$ cat src/tiny_cpu_pkg.sv
`default_nettype none

package tiny_cpu_pkg;

    localparam int data_width     = 8;  // Register and bus width
    localparam int instr_width    = 9;  // Instruction word width
    localparam int reg_addr_width = 2;  // R0..R3
    localparam int prog_depth     = 32; // Program memory words
    localparam int pc_width       = 5;  // log2(prog_depth)
    localparam int imm_src_width  = 7;  // LI payload bits 6:0

    // All-zero word decodes as NOP (opcode 000, r_a == r_b)
    localparam logic [instr_width-1:0] nop_word = '0;

    // Decoded operation, after MOV alias and LI detection
    typedef enum logic [3:0] {
        OP_NOP  = 4'd0,  // Opcode 000 with equal registers
        OP_MOV  = 4'd1,  // Opcode 000 with different registers
        OP_ADD  = 4'd2,
        OP_SUB  = 4'd3,
        OP_AND  = 4'd4,
        OP_OR   = 4'd5,
        OP_XOR  = 4'd6,
        OP_OUT  = 4'd7,  // Present R[r_a] on the output port
        OP_HALT = 4'd8,
        OP_LI   = 4'd9   // Bit 8 set, load R0 with immediate
    } cpu_op_e;

    // Control FSM states
    typedef enum logic [1:0] {
        ST_IDLE   = 2'd0, // Waiting for start after reset
        ST_FETCH  = 2'd1, // Memory registers word at pc
        ST_EXEC   = 2'd2, // Decode, execute, write back
        ST_HALTED = 2'd3  // HALT seen, done high
    } ctrl_state_e;

    // Parser output, 16 bits
    typedef struct packed {
        cpu_op_e                   op;  // Decoded operation
        logic [reg_addr_width-1:0] r_a; // Destination / first source
        logic [reg_addr_width-1:0] r_b; // Second source
        logic [data_width-1:0]     imm; // Sign-extended LI value
    } decoded_instr_t;

    // Register file write request, 11 bits
    typedef struct packed {
        logic                      en;   // Write strobe
        logic [reg_addr_width-1:0] addr; // Target register
        logic [data_width-1:0]     data; // Write value
    } reg_wr_t;

endpackage

`default_nettype wire
$ cat src/program_memory.sv
`default_nettype none

module program_memory (
    input  logic                                   clk,
    input  logic                                   arst_n,  // Clears read register only
    input  logic                                   we,      // Load strobe
    input  logic [tiny_cpu_pkg::pc_width-1:0]      wr_addr, // Load address
    input  logic [tiny_cpu_pkg::instr_width-1:0]   wr_data, // Load word
    input  logic [tiny_cpu_pkg::pc_width-1:0]      rd_addr, // From pc
    output logic [tiny_cpu_pkg::instr_width-1:0]   rd_data  // One cycle after rd_addr
);

    logic [tiny_cpu_pkg::instr_width-1:0] mem [tiny_cpu_pkg::prog_depth]; // Program store

    always_ff @(posedge clk) begin
        if (we) begin
            mem[wr_addr] <= wr_data; // Loading allowed in any state
        end
    end

    // Registered read, old data on read-during-write
    always_ff @(posedge clk or negedge arst_n) begin
        if (!arst_n) begin
            rd_data <= tiny_cpu_pkg::nop_word; // Decodes harmlessly
        end else begin
            rd_data <= mem[rd_addr];
        end
    end

endmodule

`default_nettype wire

$ cat config.mk
export PLATFORM = sky130hd
export DESIGN_NAME = program_memory
export DESIGN_NICKNAME = d
export VERILOG_FILES = /design/src/tiny_cpu_pkg.sv /design/src/program_memory.sv
export SDC_FILE = /design/constraint.sdc
export NUM_CORES = 1
export LEC_CHECK = 0
export ABC_AREA = 1
export BUFFER_PORTS_ARGS = -buffer_cell sky130_fd_sc_hd__buf_2
export CAP_MARGIN = 20
export CORE_MARGIN = 1
export CORE_UTILIZATION = 30
export DETAILED_ROUTE_END_ITERATION = 6
export PLACE_DENSITY = 0.55
export RECOVER_POWER = 100
export SETUP_SLACK_MARGIN = 0.3
export SKIP_LAST_GASP = 1
export SLEW_MARGIN = 20
export SYNTH_ARGS = -nofsm -noshare
export SYNTH_HDL_FRONTEND = slang
export SYNTH_SLANG_ARGS = --single-unit
$ cat constraint.sdc
create_clock -name clk -period 2.1 [get_ports clk]
set_input_delay 0.42 -clock clk [delete_from_list [all_inputs] [get_ports clk]]
set_output_delay 0.42 -clock clk [all_outputs]
set_load 0.03 [all_outputs]
==> impl_metrics.json <==
{
  "status": "complete, but fails checks",
  "violations": "capacitance limit, slew limit",
  "synth_cell_types": 13,
  "critPathKind": "primary input to flip-flop",
  "grt_pass1_vias": 7482,
  "max_clock_freq_mhz": 592,
  "path_delay_family": "buffers and inverters",
  "kind_of_path_behind_the_tightest_hold_check": "primary input to flip-flop",
  "whs_ps": 240,
  "yosys_warnings": 0,
  "crit_path_capture_type": "flip-flop",
  "final-max-slew-violation-count": 198,
  "antenna_cells": 0,
  "first_pass_grt_wire_length_um": 46000,
  "ant_nets": 0,
  "path_clk_slew_ps": 60,
  "detail_route.vias_per_cell": 4.73,
  "synth.avg_cell_area_sq_um": 11.7,
  "grtUsageMet1_pct": 22.1,
  "via_count": 7779,
  "h-tree-depth": 2,
  "coreArea_sq_um": 39100,
  "setup_total_neg_slack_ps": 0,
  "post-route-min-period_ps": 1690,
  "grt_max_degree": 73,
  "fillcell_total": 3915,
  "ys_top_cells_by_area": "sky130_fd_sc_hd__edfxtp_1, sky130_fd_sc_hd__nand2_1, sky130_fd_sc_hd__nand3_1",
  "cts_tree": "done",
  "drt_iter0_markers": 682,
  "setup_violations": 0,
  "dp_hpwl_um": 18300,
  "hold_viol_final": 0,
  "final_critical_path_share_of_the_clock_period_pct": 80.5,
  "max_cap_viols": 6,
  "power_per_cell_area_nw_per_um2": 937,
  "worstSetupStartpointType": "primary input",
  "critPathArrivalTime_ps": 1730,
  "drt_wl_total_um": 30500,
  "critPathRequiredTime_ps": 2140,
  "fin_nets": 1122,
  "ys.flop_type": "sky130_fd_sc_hd__edfxtp_1",
  "synth.most_common_cell": "sky130_fd_sc_hd__nand2_1",
  "critical_path.max_fanout": 32,
  "die_span_in_y_um": 202,
  "initial_core_util_pct": 30.7,
  "port_buffers": 30,
  "boundaryPins": 31,
  "worstPathCellList": "clkbuf_1",
  "clock_latency_on_the_worst_skew_pair_ps": 510,
  "die_area_sq_um": 40900,
  "bufs_on_longest_clock_path": 3,
  "crit_buf_inv": 1,
  "synthesis.nets": 1051,
  "cts.sink_count": 297,
  "power_leakage_nw": 5.03,
  "final.setup_skew_ps": 8.67,
  "yosys-top-cells-count": "sky130_fd_sc_hd__nand2_1, sky130_fd_sc_hd__edfxtp_1, sky130_fd_sc_hd__nand3_1",
  "floorplan.die.width_um": 202,
  "drt_drc_violations_left": 0,
  "relSlewSlack_pct": -22.2,
  "worst_ir_drop_vdd_mv": 0.465,
  "met2_usage_pct": 22.7,
  "cell_type_of_the_slowest_stage_on_the_worst_timing_path": "sky130_fd_sc_hd__clkbuf_1",
  "synth-edff-count": 288,
  "drt-wirelength-per-cell_um": 18.6,
  "row_count": 72,
  "critPathMaxStageDelay_ps": 1290,
  "cts_buf_count": 34,
  "synthesis.area_sq_um": 12000,
  "grt_overflow": 0,
  "area_delta_synth_final_pct": 16.2,
  "post_synth_inst_count": 1029,
  "cts_setup_buffers": 0,
  "synth-async-reset-ratio_pct": 3.03,
  "post_route_cells_drive_above_1_share_pct": 6.93,
  "grt_busiest_layer": "met2",
  "number_of_antenna_violations_at_the_first_check_in_global_routing": 0,
  "cts-root-buf": "sky130_fd_sc_hd__clkbuf_16",
  "synth_largest_type_area_fraction_pct": 71.9,
  "largest_area_contributor_in_the_synthesized_netlist": "sky130_fd_sc_hd__edfxtp_1",
  "gpl.final_weighted_congestion": 0.824,
  "rsz_0062_raised_after_global_routing": "no",
  "drt_first_pass_iters": 5,
  "synth_seq_cells": 297,
  "globalRouteMet3Util_pct": 2.35,
  "worstMarginPinSlew_ps": 1830,
  "synth.yosys.seq_area_share_pct": 73.8,
  "globalRouteTotalUtil_pct": 14.9
}
[routing by layer]
layer | part of all wire [%] | wire [um]
met1 | 47 | 14400
met2 | 45 | 13900
met3 | 5.5 | 1690
met4 | 1.8 | 547
met5 | 0 | 0
[layout make-up]
class / count / area (sq um) / area share [%]
timing repair buffer: 92 / 572 / 4.09
clock inverter: 14 / 92.6 / 0.663
inverter: 10 / 38.8 / 0.278
sequential: 297 / 8870 / 63.5
tap: 518 / 648 / 4.64
clock buffer: 48 / 967 / 6.92
multi-input combinational: 665 / 2780 / 19.9
[sequential cells by signal (all words and copies together) (netlist names)]
register  cells
mem         288
rd_data       9
[power by group]
part	switching, W	internal, W	total, W
clock	0.00227	0.00334	0.00561
sequential	0.0000381	0.00660	0.00664
combinational	0.000629	0.000219	0.000849
[layout by cell type, fill, tap and decap left out, drive strengths merged]
| cell | Yosys | layout |
|---|---|---|
| buf | 50 | 29 |
| bufinv | 0 | 1 |
| clkbuf | 7 | 110 |
| clkinv | 3 | 14 |
| clkinvlp | 0 | 2 |
| dfrtp | 9 | 9 |
| dlygate4sd3 | 0 | 1 |
| edfxtp | 288 | 288 |
| inv | 7 | 7 |
| nand2 | 405 | 405 |
| nand3 | 228 | 228 |
| nor2 | 32 | 32 |
[timing repair]
| action | in CTS | in global routing |
|---|---|---|
| endpoints found under the setup margin | 0 | 0 |
| hold endpoints to repair | 9 | 0 |
| gates resized for setup | 0 | 0 |
| hold buffers | 1 | 0 |
[metrics by stage]
step / cells / setup WS [ps] / cell area (sq um) / util [%] / total power [W]
floorplan: 1029 / 601 / 12000 / - / 0.00722
global placement: 1581 / 275 / 13100 / 33.5 / 0.00762
detailed placement: 1581 / 280 / 13100 / 33.5 / 0.00763
CTS: 1644 / 532 / 14200 / 36.3 / 0.0132
global route: 1644 / 280 / 14000 / 35.7 / 0.0135
finish: 1644 / 410 / 14000 / 35.7 / 0.0131
[final timing paths]
path | slack, ps | from | depth (start not counted) | to
max in group asynchronous | 1240 | arst_n | 2 | rd_data[7]
max reg2reg | 940 | mem[12][4] | 8 | rd_data[4]
min reg2reg | 760 | mem[0][1] | 8 | rd_data[1]
min in group asynchronous | 460 | arst_n | 2 | rd_data[3]
max | 410 | wr_data[2] | 1 | mem[9][2]
min | 240 | rd_addr[4] | 3 | rd_data[5]
[logic make-up after synthesis]
group                  synth area share [%]
buffers and inverters                  3.04
and+or+nand+nor                        23.1
DFF                                    73.8
(Power assumes the default switching activity.)
