==> config.mk <==
export PLATFORM = sky130hd
export DESIGN_NAME = register_file
export DESIGN_NICKNAME = d
export VERILOG_FILES = /design/src/tiny_cpu_pkg.sv /design/src/register_file.sv
export SDC_FILE = /design/constraint.sdc
export NUM_CORES = 1
export LEC_CHECK = 0
export BUFFER_PORTS_ARGS = -buffer_cell sky130_fd_sc_hd__clkbuf_2
export CORE_ASPECT_RATIO = 0.75
export CORE_MARGIN = 2
export CORE_UTILIZATION = 53
export DETAILED_ROUTE_END_ITERATION = 10
export PLACE_DENSITY = 0.87
export SLEW_MARGIN = 20
export SYNTH_ARGS = -nofsm -noshare
export SYNTH_HDL_FRONTEND = slang
export SYNTH_SLANG_ARGS = --single-unit
==> constraint.sdc <==
create_clock -name clk -period 1.7 [get_ports clk]
set_clock_uncertainty 0.05 [all_clocks]
set_input_delay 0.34 -clock clk [delete_from_list [all_inputs] [get_ports clk]]
set_output_delay 0.34 -clock clk [all_outputs]
set_load 0.02 [all_outputs]
==> src/tiny_cpu_pkg.sv <==
`default_nettype none

package tiny_cpu_pkg;

    localparam int data_width     = 8;  // Register and bus width
    localparam int instr_width    = 9;  // Instruction word width
    localparam int reg_addr_width = 2;  // R0..R3
    localparam int prog_depth     = 32; // Program memory words
    localparam int pc_width       = 5;  // log2(prog_depth)
    localparam int imm_src_width  = 7;  // LI payload bits 6:0

    // All-zero word decodes as NOP (opcode 000, r_a == r_b)
    localparam logic [instr_width-1:0] nop_word = '0;

    // Decoded operation, after MOV alias and LI detection
    typedef enum logic [3:0] {
        OP_NOP  = 4'd0,  // Opcode 000 with equal registers
        OP_MOV  = 4'd1,  // Opcode 000 with different registers
        OP_ADD  = 4'd2,
        OP_SUB  = 4'd3,
        OP_AND  = 4'd4,
        OP_OR   = 4'd5,
        OP_XOR  = 4'd6,
        OP_OUT  = 4'd7,  // Present R[r_a] on the output port
        OP_HALT = 4'd8,
        OP_LI   = 4'd9   // Bit 8 set, load R0 with immediate
    } cpu_op_e;

    // Control FSM states
    typedef enum logic [1:0] {
        ST_IDLE   = 2'd0, // Waiting for start after reset
        ST_FETCH  = 2'd1, // Memory registers word at pc
        ST_EXEC   = 2'd2, // Decode, execute, write back
        ST_HALTED = 2'd3  // HALT seen, done high
    } ctrl_state_e;

    // Parser output, 16 bits
    typedef struct packed {
        cpu_op_e                   op;  // Decoded operation
        logic [reg_addr_width-1:0] r_a; // Destination / first source
        logic [reg_addr_width-1:0] r_b; // Second source
        logic [data_width-1:0]     imm; // Sign-extended LI value
    } decoded_instr_t;

    // Register file write request, 11 bits
    typedef struct packed {
        logic                      en;   // Write strobe
        logic [reg_addr_width-1:0] addr; // Target register
        logic [data_width-1:0]     data; // Write value
    } reg_wr_t;

endpackage

`default_nettype wire
==> src/register_file.sv <==
`default_nettype none

module register_file (
    input  logic                                     clk,
    input  logic                                     arst_n,
    input  tiny_cpu_pkg::reg_wr_t                    wr,        // Writeback from control
    input  logic [tiny_cpu_pkg::reg_addr_width-1:0]  rd_a_addr, // r_a field
    input  logic [tiny_cpu_pkg::reg_addr_width-1:0]  rd_b_addr, // r_b field
    output logic [tiny_cpu_pkg::data_width-1:0]      rd_a_data, // To ALU a and OUT path
    output logic [tiny_cpu_pkg::data_width-1:0]      rd_b_data  // To ALU b
);

    localparam int num_regs = 2 ** tiny_cpu_pkg::reg_addr_width; // Four registers

    logic [tiny_cpu_pkg::data_width-1:0] regs_q [num_regs]; // R0..R3

    always_ff @(posedge clk or negedge arst_n) begin
        if (!arst_n) begin
            for (int i = 0; i < num_regs; i++) begin
                regs_q[i] <= '0; // Registers read 0 after reset
            end
        end else if (wr.en) begin
            regs_q[wr.addr] <= wr.data; // Single write port
        end
    end

    // Asynchronous reads, same-cycle operands for the ALU
    assign rd_a_data = regs_q[rd_a_addr];
    assign rd_b_data = regs_q[rd_b_addr];

    // Control must never issue a write to an undefined register
    a_wr_addr_known: assert property (
        @(posedge clk) disable iff (!arst_n)
        wr.en |-> !$isunknown(wr.addr)
    ) else $error("register write with unknown address");

endmodule

`default_nettype wire

==> qor_table.md <==
| Metric | Value | Unit |
|:---|:---|:---|
| Average cell area after synthesis | 18.07 | µm² |
| Part of the total power dissipated in sequential elements | 0.405 | - |
| Cell Int Power | 1805 | µW |
| Switching power summed over all nets | 693.5 | µW |
| Final Worst Setup Slack | -52.23 | ps |
| Die Outline Area | 0.003459 | mm² |
| Top delay family on crit path | multiplexers | - |
| Placed cell count | 158 | - |
| Die span in x | 67.25 | µm |
| Die H | 51.44 | µm |
| Launching instance or port of the critical path | regs_q[0] | - |
| Min-Delay Path Class | input port to register | - |
| Antenna cells | 0 | - |
| F_max | 0.5707 | GHz |
| Via count of the first global-routing pass | 1,079 | - |
| R2r endpoint | regs_q[0] | - |
| Post-synthesis instance area | 0.001590 | mm² |
| Total number of placement rows | 17 | - |
| Yosys warns | 0 | - |
| Largest register FFs | 32 | - |
| Register area share after synthesis | 0.5035 | - |
| Count of final hold-check violations | 0 | - |
| Number of different library cells in the post-synthesis netlist | 8 | - |
| Most flop-heavy register | regs_q | - |
| Number of optimization iterations in the first detailed-route pass | 4 | - |
| Start of the worst register-to-register path | regs_q[0] | - |
| Crit path cell chain | mux4_2 -> buf_8 | - |
| Final non-filler cell total | 169 | - |
| Number of buffers on the longest clock path | 2 | - |
| Fin crit period | 1752 | ps |
| Flip-flop and latch count after synthesis | 32 | - |
| Total routed wirelength | 3398 | µm |
| Standard cell area after detailed placement | 0.001848 | mm² |
| Clock tree from TritonCTS | yes | - |
| Leakage | 0.0009027 | µW |
| Max-slew violations | 0 | - |
| Post-layout instance area | 0.002085 | mm² |
| Number of nets still failing antenna checks after routing | 0 | - |
| Buffers and inverters on the worst path | 1 | - |
| Proportion of power drawn by the clock network | 0.286 | - |
| Relative area change from synthesis to final layout | 31.08 | % |
| DRC violation count after routing | 0 | - |
| Post-route fraction of the period consumed by the critical path | 1.031 | - |
| Worst-case reg-to-reg path depth | 3 | - |
| Clock latency reported for the late side of the worst-skew pair | 290 | ps |
| Fraction of power spent switching nets | 0.2776 | - |
| Unrepaired setup endpoints after global routing | true | - |
| Setup Crit Path Kind | register to output port | - |
| Initial antenna violation count | 0 | - |
| IO Count | 33 | - |
| Terminating pin of the worst hold path | regs_q[25] | - |
| H-tree levels | 2 | - |
| Transition time at the pin with the least slew margin | 440.8 | ps |
| Clock transition at the register clock pins on the worst setup and hold paths after CTS | 70 | ps |
| DR WL/cell | 20.11 | µm |
| Part of the power in combinational logic | 0.309 | - |
| Worst Path Arrival | 1360 | ps |
| Post-layout net count | 147 | - |
| Result of the run | complete, but fails checks | - |
| Biggest registers after layout | regs_q x32 | - |
| Violated checks | setup timing | - |
| Total clock sinks | 32 | - |
| Ratio of routed vias to standard cells | 5.976 | - |
| First-pass GRT wire length | 5368 | µm |
| Worst hold margin | 281.7 | ps |
| Worst max-slew margin expressed relative to the limit | 0.7061 | - |
| Cell count after synthesis | 88 | - |
| Critical path launch point type | register | - |
| Max FO, Critical Path | 3 | - |
| Worst hold start | wr[1] | - |
| Total global-route track usage | 0.2269 | - |
| Peak supply drop | 0.0006915 | V |
| Synth Net Count | 105 | - |
| Initial DRC count | 56 | - |
| Final weighted congestion in routability-driven placement | 0.7406 | - |
| Setup violations, final | 9 | - |
| Number of instances on the worst hold path | 2 | - |
| Pwr/cell area | 1199 | mW/mm² |
| Kind of end point of the critical path | output port | - |
| Setup slack of the worst register-to-register path | 620 | ps |
| Crit path largest cell delay | 520 | ps |
| Floorplan Core Area | 0.002893 | mm² |
| Overflow left after global routing | 0 | - |
| Num CTS Buffers | 5 | - |
| Largest net degree at the start of global routing | 18 | - |
| Root buffer cell | sky130_fd_sc_hd__clkbuf_8 | - |
| Overall power after layout | 2498 | µW |
| Initial cell density of the core | 0.5497 | - |
| Number of buffers inserted by port buffering | 32 | - |
| Max stage delay cell, worst path | sky130_fd_sc_hd__mux4_2 | - |
| Share of final-layout standard cells stronger than drive strength 1 | 0.7405 | - |
| Placed wire-length estimate | 2428 | µm |
| Required time at the endpoint of the critical path | 1310 | ps |
| Via Count | 1,010 | - |
| Max-cap violations | 0 | - |
[Yosys cell counts (all sizes together)]
| cell | instances | area share |
|---|---|---|
| nand3b | 2 | 0.014 |
| mux4 | 16 | 0.23 |
| buf | 4 | 0.011 |
| mux2 | 32 | 0.23 |
| nor3b | 1 | 0.012 |
| dfrtp | 32 | 0.50 |
| nand3 | 1 | 0.0063 |
[through the flow]
stage	setup TNS, ps	worst slack, ps	util
CTS	-224.0	-42.32	0.6851
global placement	0	54.41	0.6388
floorplan	0	141.5	-
global route	-554.2	-70.05	0.7206
finish	-124.5	-52.23	0.7206
detailed placement	0	27.57	0.6388
[timing repair]
item / 4_1_cts / 5_1_grt
endpoints found under the setup margin: 14 / 16
setup buffers: 1 / 1
gates resized for setup: 2 / 46
hold buffers: 1 / 0
endpoints found under the hold margin: 15 / 0
cloned: 0 / 0
[how the worst max path moves through the flow]
stage	end	slack, ps	cells past startpoint
2_1_floorplan	rd_a_data[0]	140	2
3_5_place_dp	rd_a_data[0]	30	4
5_1_grt	rd_b_data[0]	-70	2
4_1_cts	rd_a_data[0]	-40	2
6_report	rd_b_data[0]	-50	2
3_3_place_gp	rd_b_data[1]	50	4
[logic make-up (layout without fill, tap and decap cells)]
family,after synthesis,count (layout),share of synthesized area
flops,32,32,0.5035
buf+inv,4,47,0.01102
mux,48,48,0.4532
simple gates,4,4,0.03226
[metal layers]
metal  track usage  vias up  wire length [µm]
met5             0        -                 0
met3       0.05286        4               157
met1        0.2868      535              1370
met4       0.09864        0                34
met2        0.3746       38              1834
li1              -      433                 -
[power by group through the flow]
stage	registers [µW]	logic [µW]	clock network [µW]
2_1_floorplan	984	445	0
3_3_place_gp	1000	606	0
3_5_place_dp	1020	630	0
4_1_cts	1010	648	723
5_1_grt	1030	814	760
6_report	1010	772	715
[area by class of cell]
type | count | area [µm²]
clock buffers | 6 | 72.57
clock inverters | 2 | 35.03
fillers | 202 | 808.3
multi-input cells | 52 | 772.0
flip-flops and latches | 32 | 800.8
well taps | 38 | 47.55
repair buffers | 39 | 356.6
[layout by cell type (no fill, tap or decap), types with 2 or more instances in the layout]
master,synthesis,final
sky130_fd_sc_hd__dfrtp_1,32,32
sky130_fd_sc_hd__buf_12,0,3
sky130_fd_sc_hd__mux4_2,16,16
sky130_fd_sc_hd__buf_4,0,3
sky130_fd_sc_hd__clkbuf_8,0,5
sky130_fd_sc_hd__mux2_2,32,32
sky130_fd_sc_hd__buf_6,0,15
sky130_fd_sc_hd__clkbuf_2,0,16
sky130_fd_sc_hd__nand3b_2,2,2
Note: power is estimated with default switching activity, not from simulation.
