`config.mk`:
```
export PLATFORM = sky130hd
export DESIGN_NAME = cpu_control
export DESIGN_NICKNAME = d
export VERILOG_FILES = /design/src/tiny_cpu_pkg.sv /design/src/cpu_control.sv
export SDC_FILE = /design/constraint.sdc
export NUM_CORES = 1
export LEC_CHECK = 0
export BUFFER_PORTS_ARGS = -buffer_cell sky130_fd_sc_hd__buf_4
export CORE_AREA = 2 2 49 51
export CTS_BUF_LIST = sky130_fd_sc_hd__clkbuf_8
export CTS_CLUSTER_DIAMETER = 200
export DETAILED_ROUTE_END_ITERATION = 10
export DIE_AREA = 0 0 51 53
export PLACE_DENSITY = 0.67
export REMOVE_ABC_BUFFERS = 1
export SETUP_SLACK_MARGIN = 0.05
export SLEW_MARGIN = 15
export SYNTH_ARGS = -nofsm -noshare
export SYNTH_HDL_FRONTEND = slang
export SYNTH_SLANG_ARGS = --single-unit
```
`constraint.sdc`:
```
create_clock -name clk -period 1.4 [get_ports clk]
set_input_delay 0.07 -clock clk [delete_from_list [all_inputs] [get_ports clk]]
set_output_delay 0.07 -clock clk [all_outputs]
set_load 0.005 [all_outputs]
```
`src/tiny_cpu_pkg.sv`:
```
`default_nettype none

package tiny_cpu_pkg;

    localparam int data_width     = 8;  // Register and bus width
    localparam int instr_width    = 9;  // Instruction word width
    localparam int reg_addr_width = 2;  // R0..R3
    localparam int prog_depth     = 32; // Program memory words
    localparam int pc_width       = 5;  // log2(prog_depth)
    localparam int imm_src_width  = 7;  // LI payload bits 6:0

    // All-zero word decodes as NOP (opcode 000, r_a == r_b)
    localparam logic [instr_width-1:0] nop_word = '0;

    // Decoded operation, after MOV alias and LI detection
    typedef enum logic [3:0] {
        OP_NOP  = 4'd0,  // Opcode 000 with equal registers
        OP_MOV  = 4'd1,  // Opcode 000 with different registers
        OP_ADD  = 4'd2,
        OP_SUB  = 4'd3,
        OP_AND  = 4'd4,
        OP_OR   = 4'd5,
        OP_XOR  = 4'd6,
        OP_OUT  = 4'd7,  // Present R[r_a] on the output port
        OP_HALT = 4'd8,
        OP_LI   = 4'd9   // Bit 8 set, load R0 with immediate
    } cpu_op_e;

    // Control FSM states
    typedef enum logic [1:0] {
        ST_IDLE   = 2'd0, // Waiting for start after reset
        ST_FETCH  = 2'd1, // Memory registers word at pc
        ST_EXEC   = 2'd2, // Decode, execute, write back
        ST_HALTED = 2'd3  // HALT seen, done high
    } ctrl_state_e;

    // Parser output, 16 bits
    typedef struct packed {
        cpu_op_e                   op;  // Decoded operation
        logic [reg_addr_width-1:0] r_a; // Destination / first source
        logic [reg_addr_width-1:0] r_b; // Second source
        logic [data_width-1:0]     imm; // Sign-extended LI value
    } decoded_instr_t;

    // Register file write request, 11 bits
    typedef struct packed {
        logic                      en;   // Write strobe
        logic [reg_addr_width-1:0] addr; // Target register
        logic [data_width-1:0]     data; // Write value
    } reg_wr_t;

endpackage

`default_nettype wire
```
`src/cpu_control.sv`:
```
`default_nettype none

module cpu_control (
    input  logic                                  clk,
    input  logic                                  arst_n,
    input  logic                                  start,      // One-cycle run request
    input  tiny_cpu_pkg::decoded_instr_t          decoded,    // Current word, valid in EXEC
    input  logic [tiny_cpu_pkg::data_width-1:0]   alu_result, // ALU output
    input  logic [tiny_cpu_pkg::data_width-1:0]   rd_a_data,  // R[r_a] for OUT
    output logic [tiny_cpu_pkg::pc_width-1:0]     pc,         // Program memory read address
    output tiny_cpu_pkg::reg_wr_t                 reg_wr,     // Writeback request
    output logic                                  busy,       // Running
    output logic                                  done,       // Halted
    output logic                                  out_valid,  // OUT strobe
    output logic [tiny_cpu_pkg::data_width-1:0]   out_data    // OUT value
);

    tiny_cpu_pkg::ctrl_state_e state_q;   // Current state
    tiny_cpu_pkg::ctrl_state_e state_d;   // Next state
    logic                      in_exec;   // Executing this cycle
    logic                      wr_op;     // Op writes r_a
    logic                      can_start; // Idle or halted

    assign in_exec   = (state_q == tiny_cpu_pkg::ST_EXEC);
    assign can_start = (state_q == tiny_cpu_pkg::ST_IDLE) ||
                       (state_q == tiny_cpu_pkg::ST_HALTED);

    always_comb begin
        unique case (decoded.op)
            tiny_cpu_pkg::OP_MOV,
            tiny_cpu_pkg::OP_ADD,
            tiny_cpu_pkg::OP_SUB,
            tiny_cpu_pkg::OP_AND,
            tiny_cpu_pkg::OP_OR,
            tiny_cpu_pkg::OP_XOR,
            tiny_cpu_pkg::OP_LI: wr_op = 1'b1;
            default:             wr_op = 1'b0; // NOP, OUT, HALT
        endcase
    end

    always_comb begin
        state_d = state_q;
        unique case (state_q)
            tiny_cpu_pkg::ST_IDLE,
            tiny_cpu_pkg::ST_HALTED: begin
                if (start) begin
                    state_d = tiny_cpu_pkg::ST_FETCH;
                end
            end
            tiny_cpu_pkg::ST_FETCH: state_d = tiny_cpu_pkg::ST_EXEC; // Word now registered
            tiny_cpu_pkg::ST_EXEC: begin
                if (decoded.op == tiny_cpu_pkg::OP_HALT) begin
                    state_d = tiny_cpu_pkg::ST_HALTED;
                end else begin
                    state_d = tiny_cpu_pkg::ST_FETCH;
                end
            end
            default: state_d = tiny_cpu_pkg::ST_IDLE;
        endcase
    end

    always_ff @(posedge clk or negedge arst_n) begin
        if (!arst_n) begin
            state_q <= tiny_cpu_pkg::ST_IDLE;
            pc      <= '0;
        end else begin
            state_q <= state_d;
            if (can_start && start) begin
                pc <= '0;      // Every run begins at address 0
            end else if (in_exec) begin
                pc <= pc + 1'b1; // Wraps 31 -> 0
            end
        end
    end

    // Writeback lands on the edge that ends EXEC
    assign reg_wr.en   = in_exec && wr_op;
    assign reg_wr.addr = decoded.r_a; // Parser forces R0 for LI
    assign reg_wr.data = (decoded.op == tiny_cpu_pkg::OP_LI) ? decoded.imm : alu_result;

    assign busy      = (state_q == tiny_cpu_pkg::ST_FETCH) || in_exec;
    assign done      = (state_q == tiny_cpu_pkg::ST_HALTED); // Start leaves HALTED
    assign out_valid = in_exec && (decoded.op == tiny_cpu_pkg::OP_OUT);
    assign out_data  = rd_a_data; // Sampled by receiver only with out_valid

    // Receiver takes out_data with the strobe, so it must be a real byte
    a_out_data_known: assert property (
        @(posedge clk) disable iff (!arst_n)
        out_valid |-> !$isunknown(out_data)
    ) else $error("out_valid with unknown out_data");

    a_busy_done_excl: assert property (
        @(posedge clk) disable iff (!arst_n)
        !(busy && done)
    ) else $error("busy and done high together");

endmodule

`default_nettype wire

```
==> flow_summary.json <==
{
  "grt_pass1_wl_mm": 2.559,
  "worstPathMaxFanout": 4,
  "timing.hold.ws_ps": 140.1,
  "die-area_um2": 2703,
  "grt_max_degree": 9,
  "yosysSeqAreaShare_pct": 27.94,
  "stdcell_count": 128,
  "finalSetupTns_ps": 0,
  "numClockSinks": 7,
  "final_cell_mix": "buf_4, nor2_1, mux2_4, dfrtp_1, nand2_1",
  "grt_setup_unrepaired": "no",
  "overflow": 0,
  "design_area_um2": 953.4,
  "die_w_um": 51,
  "yosysWarnings": 0,
  "dr.pass1.iters": 2,
  "die_h_um": 53,
  "post-route-util_pct": 44.38,
  "cts-root-buf": "clkbuf_8",
  "critPathLaunchType": "register",
  "layout_commonest_cell": "buf_4",
  "dp_worst_setup_slack_ps": 115.6,
  "dpl.cell_count": 121,
  "ys_seq_elements": 7,
  "critPathLaunch": "state_q[0]",
  "relSlewSlack_pct": 78.68,
  "p_total_mw": 1.248,
  "worst_slew_pin_slew_ps": 314.8,
  "endpoint_kind": "primary output",
  "setup_ws_ps": 128.7,
  "drive_above_1_share_pct": 56.00,
  "clk_pin_slew_ps": 40,
  "syn_to_final_growth_pct": 52.10,
  "row_count": 17,
  "cts_tree": "built",
  "hpwl_mm": 1.285,
  "nNetsFinal": 140,
  "cp_data_required_time_ps": 1330,
  "syn-cell-area_um2": 626.9,
  "fin_skew_ps": 0.6297,
  "ys_types": 21,
  "powerDensity_nw_per_um2": 1309,
  "r2r-end": "pc[0]",
  "grt_usage_pct": 12.73,
  "start_util_pct": 29.18,
  "routabilityCongestion": 0.7443,
  "grt_pass1_vias": 652,
  "worst_r2r_path_depth": 5,
  "p_leak_nw": 0.4945,
  "worstPathArrival_ps": 1200,
  "vias": 602,
  "fmax_mhz": 786.6,
  "clock_path_buffers": 2,
  "finalCritPeriodShare_pct": 90.81,
  "hold_class": "in -> out",
  "crit_end": "reg_wr[10]",
  "setup_viol": 0,
  "core_area_um2": 2148,
  "worstSetupPathType": "reg -> out",
  "final-hold-violation-count": 0,
  "antenna_left": 0,
  "placed_area_um2": 870.8,
  "htreeDepth": 1,
  "syn_inst": 65,
  "outcome": "finished, final reports clean",
  "fin_crit_ps": 1271,
  "vdd_drop_max_uv": 461.1,
  "drv_cap": 0,
  "slew_violations": 0,
  "insertion_delay_ps": 230,
  "r2r-start": "state_q[1]",
  "drt_iter0_markers": 3,
  "n_antenna_cell": 0,
  "wl_per_cell_um": 13.01,
  "drcViolationCount": 0,
  "syn_area_per_cell_um2": 9.644,
  "cts_inserted_buffers": 3,
  "antenna_found_initial": 0,
  "io_buffers": 39,
  "ios": 62,
  "r2r_slack_ps": 200,
  "routed_wl_mm": 1.665,
  "drt-vias-per-instance": 4.703
}
[sequential cells by signal, indices dropped and copies added, names as in the netlist]
signal,cells
state_q,2
pc,5
[metal layers]
layer	up-vias	global-route usage, %	share of wire, %
met5	-	7.143	0
met4	0	4.955	1.0
met3	3	8.192	16
met2	47	24.46	48
met1	276	9.516	34
li1	276	-	-
[worst max-delay path: stages, from the launching register on]
cell      delay [ps]
dfrtp_1          380
inv_2             70
ha_4             140
o311ai_1         120
a21oi_1          140
buf_4            120
[Yosys cell counts]
library cell | number | area share (%)
buf_4 | 10 | 12
nor2_1 | 9 | 5.4
mux2_4 | 8 | 19
dfrtp_1 | 7 | 28
ha_1 | 4 | 8.0
nand2_1 | 4 | 2.4
inv_1 | 3 | 1.8
nand4_1 | 3 | 3.0
xor2_1 | 3 | 4.2
a21oi_1 | 2 | 1.6
nand2b_1 | 2 | 2.0
and2_1 | 1 | 1.0
and3_4 | 1 | 1.8
buf_2 | 1 | 0.80
buf_6 | 1 | 1.8
mux2i_1 | 1 | 1.6
nor3_1 | 1 | 0.80
o21a_1 | 1 | 1.2
o21ai_0 | 1 | 0.80
o311ai_0 | 1 | 1.4
xnor2_1 | 1 | 1.4
[final cells by class]
cell class	instances	area, µm²
fillers	205	1195
multi-input cells	43	361.6
repair buffers	43	325.3
flip-flops and latches	7	175.2
clock buffers	3	41.29
well taps	28	35.03
inverters	3	11.26
clock inverters	1	3.754
[kinds of logic after synthesis]
kind of cell    share of synthesized area (%)
compound gates                          4.990
xor+xnor                                5.590
fa+ha+maj                               7.984
buf+inv                                 16.37
flops                                   27.94
mux                                     20.76
simple gates                            16.37
[how the worst min path moves through the flow]
stage | slack (ps) | depth (start not counted) | to | start
finish | 140 | 0 | out_data[2] | rd_a_data[2]
global route | 140 | 0 | out_data[5] | rd_a_data[5]
CTS | 140 | 0 | out_data[0] | rd_a_data[0]
detailed placement | -110 | 1 | pc[4] | arst_n
global placement | -120 | 1 | pc[3] | arst_n
floorplan | -230 | 0 | pc[0] | arst_n
[what timing repair did]
action,CTS,global route
resized for setup,3,1
buffers inserted,1,1
setup endpoints to repair,2,1
endpoints found under the hold margin,7,0
pin swaps,0,0
hold buffers,1,0
[power by group]
group	switching (mW)	internal (mW)	total [mW]
sequential	0.0519	0.256	0.308
combinational	0.285	0.379	0.664
clock	0.0862	0.189	0.276
No activity file was read; power rests on OpenSTA's default activity.
