[src/tiny_cpu_pkg.sv]
`default_nettype none

package tiny_cpu_pkg;

    localparam int data_width     = 8;  // Register and bus width
    localparam int instr_width    = 9;  // Instruction word width
    localparam int reg_addr_width = 2;  // R0..R3
    localparam int prog_depth     = 32; // Program memory words
    localparam int pc_width       = 5;  // log2(prog_depth)
    localparam int imm_src_width  = 7;  // LI payload bits 6:0

    // All-zero word decodes as NOP (opcode 000, r_a == r_b)
    localparam logic [instr_width-1:0] nop_word = '0;

    // Decoded operation, after MOV alias and LI detection
    typedef enum logic [3:0] {
        OP_NOP  = 4'd0,  // Opcode 000 with equal registers
        OP_MOV  = 4'd1,  // Opcode 000 with different registers
        OP_ADD  = 4'd2,
        OP_SUB  = 4'd3,
        OP_AND  = 4'd4,
        OP_OR   = 4'd5,
        OP_XOR  = 4'd6,
        OP_OUT  = 4'd7,  // Present R[r_a] on the output port
        OP_HALT = 4'd8,
        OP_LI   = 4'd9   // Bit 8 set, load R0 with immediate
    } cpu_op_e;

    // Control FSM states
    typedef enum logic [1:0] {
        ST_IDLE   = 2'd0, // Waiting for start after reset
        ST_FETCH  = 2'd1, // Memory registers word at pc
        ST_EXEC   = 2'd2, // Decode, execute, write back
        ST_HALTED = 2'd3  // HALT seen, done high
    } ctrl_state_e;

    // Parser output, 16 bits
    typedef struct packed {
        cpu_op_e                   op;  // Decoded operation
        logic [reg_addr_width-1:0] r_a; // Destination / first source
        logic [reg_addr_width-1:0] r_b; // Second source
        logic [data_width-1:0]     imm; // Sign-extended LI value
    } decoded_instr_t;

    // Register file write request, 11 bits
    typedef struct packed {
        logic                      en;   // Write strobe
        logic [reg_addr_width-1:0] addr; // Target register
        logic [data_width-1:0]     data; // Write value
    } reg_wr_t;

endpackage

`default_nettype wire
[src/alu.sv]
`default_nettype none

module alu (
    input  tiny_cpu_pkg::cpu_op_e                op,     // Decoded operation
    input  logic [tiny_cpu_pkg::data_width-1:0]  a,      // R[r_a]
    input  logic [tiny_cpu_pkg::data_width-1:0]  b,      // R[r_b]
    output logic [tiny_cpu_pkg::data_width-1:0]  result  // Written back to r_a
);

    logic [tiny_cpu_pkg::data_width-1:0] sum;  // a + b, carry dropped
    logic [tiny_cpu_pkg::data_width-1:0] diff; // a - b, borrow dropped

    // Both wrap modulo 256 by truncation
    assign sum  = a + b;
    assign diff = a - b;

    always_comb begin
        unique case (op)
            tiny_cpu_pkg::OP_MOV: begin
                result = b; // Copy source register
            end
            tiny_cpu_pkg::OP_ADD: begin
                result = sum;
            end
            tiny_cpu_pkg::OP_SUB: begin
                result = diff;
            end
            tiny_cpu_pkg::OP_AND: begin
                result = a & b;
            end
            tiny_cpu_pkg::OP_OR: begin
                result = a | b;
            end
            tiny_cpu_pkg::OP_XOR: begin
                result = a ^ b;
            end
            default: begin
                // NOP, OUT, HALT, LI are not ALU writes
                result = '0;
            end
        endcase
    end

endmodule

`default_nettype wire

[config.mk]
export PLATFORM = sky130hd
export DESIGN_NAME = alu
export DESIGN_NICKNAME = d
export VERILOG_FILES = /design/src/tiny_cpu_pkg.sv /design/src/alu.sv
export SDC_FILE = /design/constraint.sdc
export NUM_CORES = 1
export LEC_CHECK = 0
export BUFFER_PORTS_ARGS = -buffer_cell sky130_fd_sc_hd__buf_2
export CAP_MARGIN = 20
export CORE_MARGIN = 4
export CORE_UTILIZATION = 44
export DETAILED_ROUTE_END_ITERATION = 8
export PLACE_DENSITY = 0.7
export SETUP_SLACK_MARGIN = 0.3
export SYNTH_ARGS = -nofsm -noshare
export SYNTH_HDL_FRONTEND = slang
export SYNTH_SLANG_ARGS = --single-unit
[constraint.sdc]
create_clock -name vclk -period 8.7
set_clock_uncertainty 0.1 [all_clocks]
set_input_delay 1.74 -clock vclk [all_inputs]
set_output_delay 1.74 -clock vclk [all_outputs]
set_load 0.02 [all_outputs]
==> impl_metrics.tcl, run 1 <==
set metrics [dict create \
    outcome "completed" \
    antenna_cells 0 \
    layout.nets 198 \
    synthXorXnorAreaFrac_pct 11.1 \
    start_util_pct 46.0 \
    dieArea_sq_mm 0.00314 \
    synthSimpleGateAreaFrac_pct 16.7 \
    syn-instance-count 128 \
    synth_common_cells "24 x ha_1, 17 x inv_1, 9 x xnor2_1" \
    drv_cap 0 \
    area_delta_synth_final_pct 14.5 \
    ys_warn_count 0 \
    synth-compound-area-share_pct 25.2 \
    hold_slack_ns 3.88 \
    row_count 17 \
    dp_hpwl_mm 2.00 \
    wirelength_mm 2.46 \
    dr.pass1.iters 4 \
    hold_class "input port to primary output" \
    worst_pin_slew_ns 0.983 \
    routedWlPerCell_um 13.8 \
    hold_viol 0 \
    cp_max_fo 17 \
    synth_area_sq_mm 0.00102 \
    grt_pass1_wl_mm 4.06 \
    via_per_inst 5.49 \
    crit_arrival_ns 4.11 \
    seq_cell_count 0 \
    port_buffers 28 \
    dieWidth_um 56.1 \
    syn_area_per_cell_sq_um 7.95 \
    final.clkbuf_count 0 \
    track_usage_pct 15.2 \
    vias 982 \
    fin_crit_sh_pct 68.4 \
    grt.overflow.total 0 \
    worst-setup-path-type "input port to primary output" \
    drive_gt1_share_pct 21.9 \
    yosys.area_share.adder_pct 31.5 \
    start_kind "input port" \
    synth.distinct_cells 35 \
    ant_nets 0 \
    timing.setup.tns_ns 0 \
    setup_violations 0 \
    netlist.area_leader.share_pct 29.5 \
    coreArea_sq_mm 0.00221 \
    hold_path_depth 5 \
    holdPathEnd "result[0]" \
    period_needed_ns 5.95 \
    register_area_sq_um 0 \
    drt-initial-drc-count 25 \
    synth_most_common_cell "ha_1" \
    postCtsHoldBufs 0 \
    rsz0062_at_grt "no" \
    p_per_area_mw_per_mm2 60.1 \
    die_h_um 56.1 \
    critPathRequiredTime_ns 6.86 \
    gp_congestion 0.835 \
    power.leakage_uw 0.000609 \
    grt_max_degree 18 \
    fmax_mhz 168 \
    vdd_drop_max_mv 0.0336 \
    num_io_pins 28 \
    crit_path_end_kind "primary output" \
    route.detailed.drc 0 \
    synth_top_cells_by_area "ha_1 30%, xnor2_1 7.7%, inv_1 6.3%" \
    synth_nets 173 \
    worstHoldStart "a[0]" \
    relSlewSlack_pct 33.5 \
    cts_resized 0 \
    yosysTopAreaCell "ha_1" \
    grt_antenna_before_repair 0 \
    cts_setup_buffers 0 \
    grt_pass1_vias 920 \
    finalMaxSlewViolations 0 \
    synthMuxAreaShare_pct 5.90 \
    ys_seq_area_share_pct 0 \
    synth_top_family_by_area "adder cells" \
]
[metal layers]
layer | vias up | part of all wire (%) | track usage (%)
li1 | 505 | - | -
met1 | 454 | 46 | 20.3
met2 | 23 | 48 | 28.5
met3 | 0 | 5.8 | 0.232
met4 | 0 | 0 | 0
met5 | - | 0 | 0
[worst max-delay path by stage]
stage / from / end / slack, ns / cells past startpoint
3_3_place_gp: op[2] / result[6] / 2.78 / 10
2_1_floorplan: op[2] / result[7] / 3.06 / 11
5_1_grt: op[2] / result[6] / 2.60 / 10
3_5_place_dp: op[2] / result[6] / 2.76 / 10
4_1_cts: op[2] / result[6] / 2.75 / 10
6_report: op[2] / result[6] / 2.75 / 10
[power by group]
group | total (uW) | internal [uW] | switching (uW)
Clock | 0 | 0 | 0
Combinational | 70.0 | 30.7 | 39.2
Sequential | 0 | 0 | 0
[kinds of logic after synthesis]
kind of cell,count (synthesis)
AO/OA/AOI/OAI,35
AND/OR/NAND/NOR,28
adder cells (fa/ha/maj),25
buffers and inverters,22
XOR/XNOR,12
multiplexers,6
[per-stage QoR]
step / utilization, % / setup slack (ns) / area (sq um) / power, uW / std cells
2_1_floorplan: - / 3.06 / 1020 / 49.8 / 128
3_3_place_gp: 52.7 / 2.78 / 1160 / 67.4 / 179
3_5_place_dp: 52.7 / 2.76 / 1160 / 69.7 / 179
4_1_cts: 52.7 / 2.75 / 1160 / 70.2 / 179
5_1_grt: 52.7 / 2.60 / 1160 / 78.1 / 179
6_report: 52.7 / 2.75 / 1160 / 70.0 / 179
[cells in the final DEF, fill, tap and decap left out, drive strengths merged, types with 2 or more instances in the layout]
master and count:
o21ai 3, a22o 3, a221o 2, nand2b 3
a21oi 8, a22oi 4, inv 17, xnor2 10
nor2 7, a31oi 2, mux2i 6, nor3b 4
a21o 3, ha 24, o211ai 7, xor2 2
buf 28, nand2 7
[cell type report]
| cell class | count | area, sq um |
|---|---|---|
| Multi-Input combinational cell | 106 | 926 |
| Tap cell | 28 | 35.0 |
| Timing Repair Buffer | 28 | 140 |
| Inverter | 17 | 63.8 |
| Fill cell | 215 | 1050 |
[worst max-delay path, cell delays in order]
cell,delay (ns)
buf_2,0.21
and4bb_1,0.52
mux2i_1,0.18
fa_1,0.45
a21o_1,0.18
a21o_1,0.20
a21oi_1,0.20
mux2i_1,0.21
nand2_1,0.06
buf_2,0.16
(Power assumes the default switching activity.)
==> inputs of run 2 (changes only) <==
ABC_AREA = 1   (was default)
PLACE_DENSITY = 0.72   (was 0.7)
clock period = 4.99 ns   (was 8.7 ns; I/O delays follow)
==> run 2 against run 1 <==
  * Die area is 5.8% higher
  * Flip-flop and latch count stayed put
  * Via count is 21% higher
  * Synthesized cell count is 42% higher
  * Sequential share of layout area stayed put
  * Global-route usage is 0.99 points higher
  * First-iteration DRC count is 20% higher
  * Non-clock buffer count stayed put
  * Clock-buffer cell count stayed put
  * Critical endpoint is now result[7]
  * Hold slack worse by 1.6 ns
  * Critical path depth is 8 higher
  * Utilization is 2.8 points higher
==> impl_metrics.tcl, run 2 <==
set metrics [dict create \
    outcome "completed" \
    hold_viol 0 \
    grt_pass1_vias 1094 \
    synth_top_family_by_area "simple AND/OR/NAND/NOR gates" \
    power.leakage_uw 0.000783 \
    via_per_inst 5.01 \
    start_kind "input port" \
    routedWlPerCell_um 11.2 \
    row_count 17 \
    final_cell_mix "50 x nand2_1, 35 x inv_1, 28 x buf_2, 24 x ha_1, 13 x nor2_1" \
    synthSimpleGateAreaFrac_pct 37.8 \
    worst_pin_slew_ns 0.413 \
    path_depth 18 \
    fin_cells 238 \
    timing.setup.tns_ns 0 \
    yosysTopAreaCell "ha_1" \
    fmax_mhz 242 \
    finalMaxSlewViolations 0 \
    drt-initial-drc-count 30 \
    setup_violations 0 \
    p_per_area_mw_per_mm2 96.9 \
    dr.pass1.iters 4 \
    ant_nets 0 \
    fin_crit_sh_pct 82.8 \
    grt_antenna_before_repair 0 \
    start_util_pct 47.7 \
    crit_start "b[0]" \
    vias 1192 \
    rsz0062_at_grt "no" \
    critPathRequiredTime_ns 3.89 \
    grt_pass1_wl_mm 4.48 \
    yosys.area_share.adder_pct 29.5 \
    coreArea_sq_mm 0.00228 \
    synth-compound-area-share_pct 14.7 \
    die_h_um 57.7 \
    gp_congestion 0.832 \
    wirelength_mm 2.67 \
    crit_family "simple AND/OR/NAND/NOR gates" \
    area_delta_synth_final_pct 16.1 \
    syn-instance-count 182 \
    critPathSlowestCell "ha_1" \
    crit_chain "buf_2 > inv_1 > ha_1 > inv_1 > nor3_1 > nand3_1 > nand2_1 > xor2_1 > inv_1 > ha_1 > nand2_1 > inv_1 > a21oi_1 > nand2_1 > nand3_1 > nand3_1 > nand2_1 > buf_2" \
    antenna_cells 0 \
    dieWidth_um 57.7 \
    synthMuxAreaShare_pct 0 \
    route.detailed.drc 0 \
    relSlewSlack_pct 72.4 \
    dieArea_sq_mm 0.00333 \
    synth_nets 227 \
    layout.nets 257 \
    final.clkbuf_count 0 \
    final_common_cell "nand2_1" \
    cts_setup_buffers 0 \
    postCtsHoldBufs 0 \
    synthXorXnorAreaFrac_pct 4.84 \
    ys_warn_count 0 \
    netlist.area_leader.share_pct 27.6 \
    num_io_pins 28 \
    cp_max_fo 4 \
    grt_max_degree 10 \
    synth.distinct_cells 27 \
    syn_area_per_cell_sq_um 5.97 \
    dp.cells 238 \
    ys_seq_area_share_pct 0 \
    cts_resized 0 \
    synth_top_cells_by_area "ha_1 28%, nand2_1 17%, inv_1 12%" \
    synth_most_common_cell "nand2_1" \
    synth_common_cells "50 x nand2_1, 35 x inv_1, 24 x ha_1" \
    vdd_drop_max_mv 0.0557 \
    grt.overflow.total 0 \
    port_buffers 28 \
    track_usage_pct 16.2 \
    crit_arrival_ns 3.03 \
    period_needed_ns 4.13 \
    drive_gt1_share_pct 19.5 \
    hold_class "input port to primary output" \
    critPathBufInv 6 \
    register_area_sq_um 0 \
    drv_cap 0 \
    dp_hpwl_mm 2.32 \
    critPathCapture "result[7]" \
    max_stage_delay_ns 0.32 \
    seq_cell_count 0 \
    crit_path_end_kind "primary output" \
    worst-setup-path-type "input port to primary output" \
    hold_slack_ns 2.30 \
    synth_area_sq_mm 0.00109 \
]
run 2: cell types whose count changed after synthesis, moves of 4 or more:
| cell | before | now |
|---|---|---|
| o21ai_1 | 2 | 9 |
| inv_1 | 17 | 35 |
| nor2_1 | 7 | 13 |
| nand3_1 | 0 | 8 |
| nand2_1 | 7 | 50 |
| a22oi_1 | 4 | 0 |
| o211ai_1 | 7 | 1 |
| mux2i_1 | 6 | 0 |
| xnor2_1 | 9 | 1 |
run 2: final cells by class:
type / count / area (sq um)
multi-input cells: 144 / 943
well taps: 28 / 35.0
inverters: 38 / 143
fillers: 247 / 1010
repair buffers: 28 / 140
run 2: stage by stage:
step | power, uW | util (%) | setup WS [ns] | cell area, sq um
2_1_floorplan | 83.9 | - | 1.21 | 1090
3_3_place_gp | 118 | 55.4 | 0.932 | 1260
3_5_place_dp | 122 | 55.4 | 0.856 | 1260
4_1_cts | 123 | 55.4 | 0.842 | 1260
5_1_grt | 141 | 55.4 | 0.537 | 1260
6_report | 122 | 55.4 | 0.857 | 1260
run 2: worst min-delay path by stage:
stage                     slack, ns  start  cells after the start   endpoint
after CTS                      2.30   b[1]                      4  result[1]
after detailed placement       2.30   b[1]                      4  result[1]
after global placement         2.29   b[1]                      4  result[1]
after floorplan                2.12   b[2]                      2  result[2]
after global routing           2.32   b[1]                      4  result[1]
final                          2.30   b[1]                      4  result[1]
run 2: cell families (layout without fill, tap and decap cells):
logic type,after synthesis,in the layout
AND/OR/NAND/NOR,86,86
buffers and inverters,38,66
AO/OA/AOI/OAI,27,27
adder cells (fa/ha/maj),25,25
XOR/XNOR,6,6
run 2: power by group:
group          leakage (uW)  switching [uW]  internal, uW
Combinational      0.000783            77.0          45.2
Sequential                0               0             0
Clock                     0               0             0
Total              0.000783            77.0          45.2
run 2: worst min-delay path: stages:
cell and delay, ns:
buf_2 0.11, a21oi_1 0.06, o211ai_1 0.06, buf_2 0.16
run 2: metal layers:
metal	up-vias	global-route usage (%)	part of all wire, %
li1	636	-	-
met1	526	22.1	46
met4	0	0.662	0
met2	30	28.5	48
met5	-	0	0
met3	0	1.78	6.4
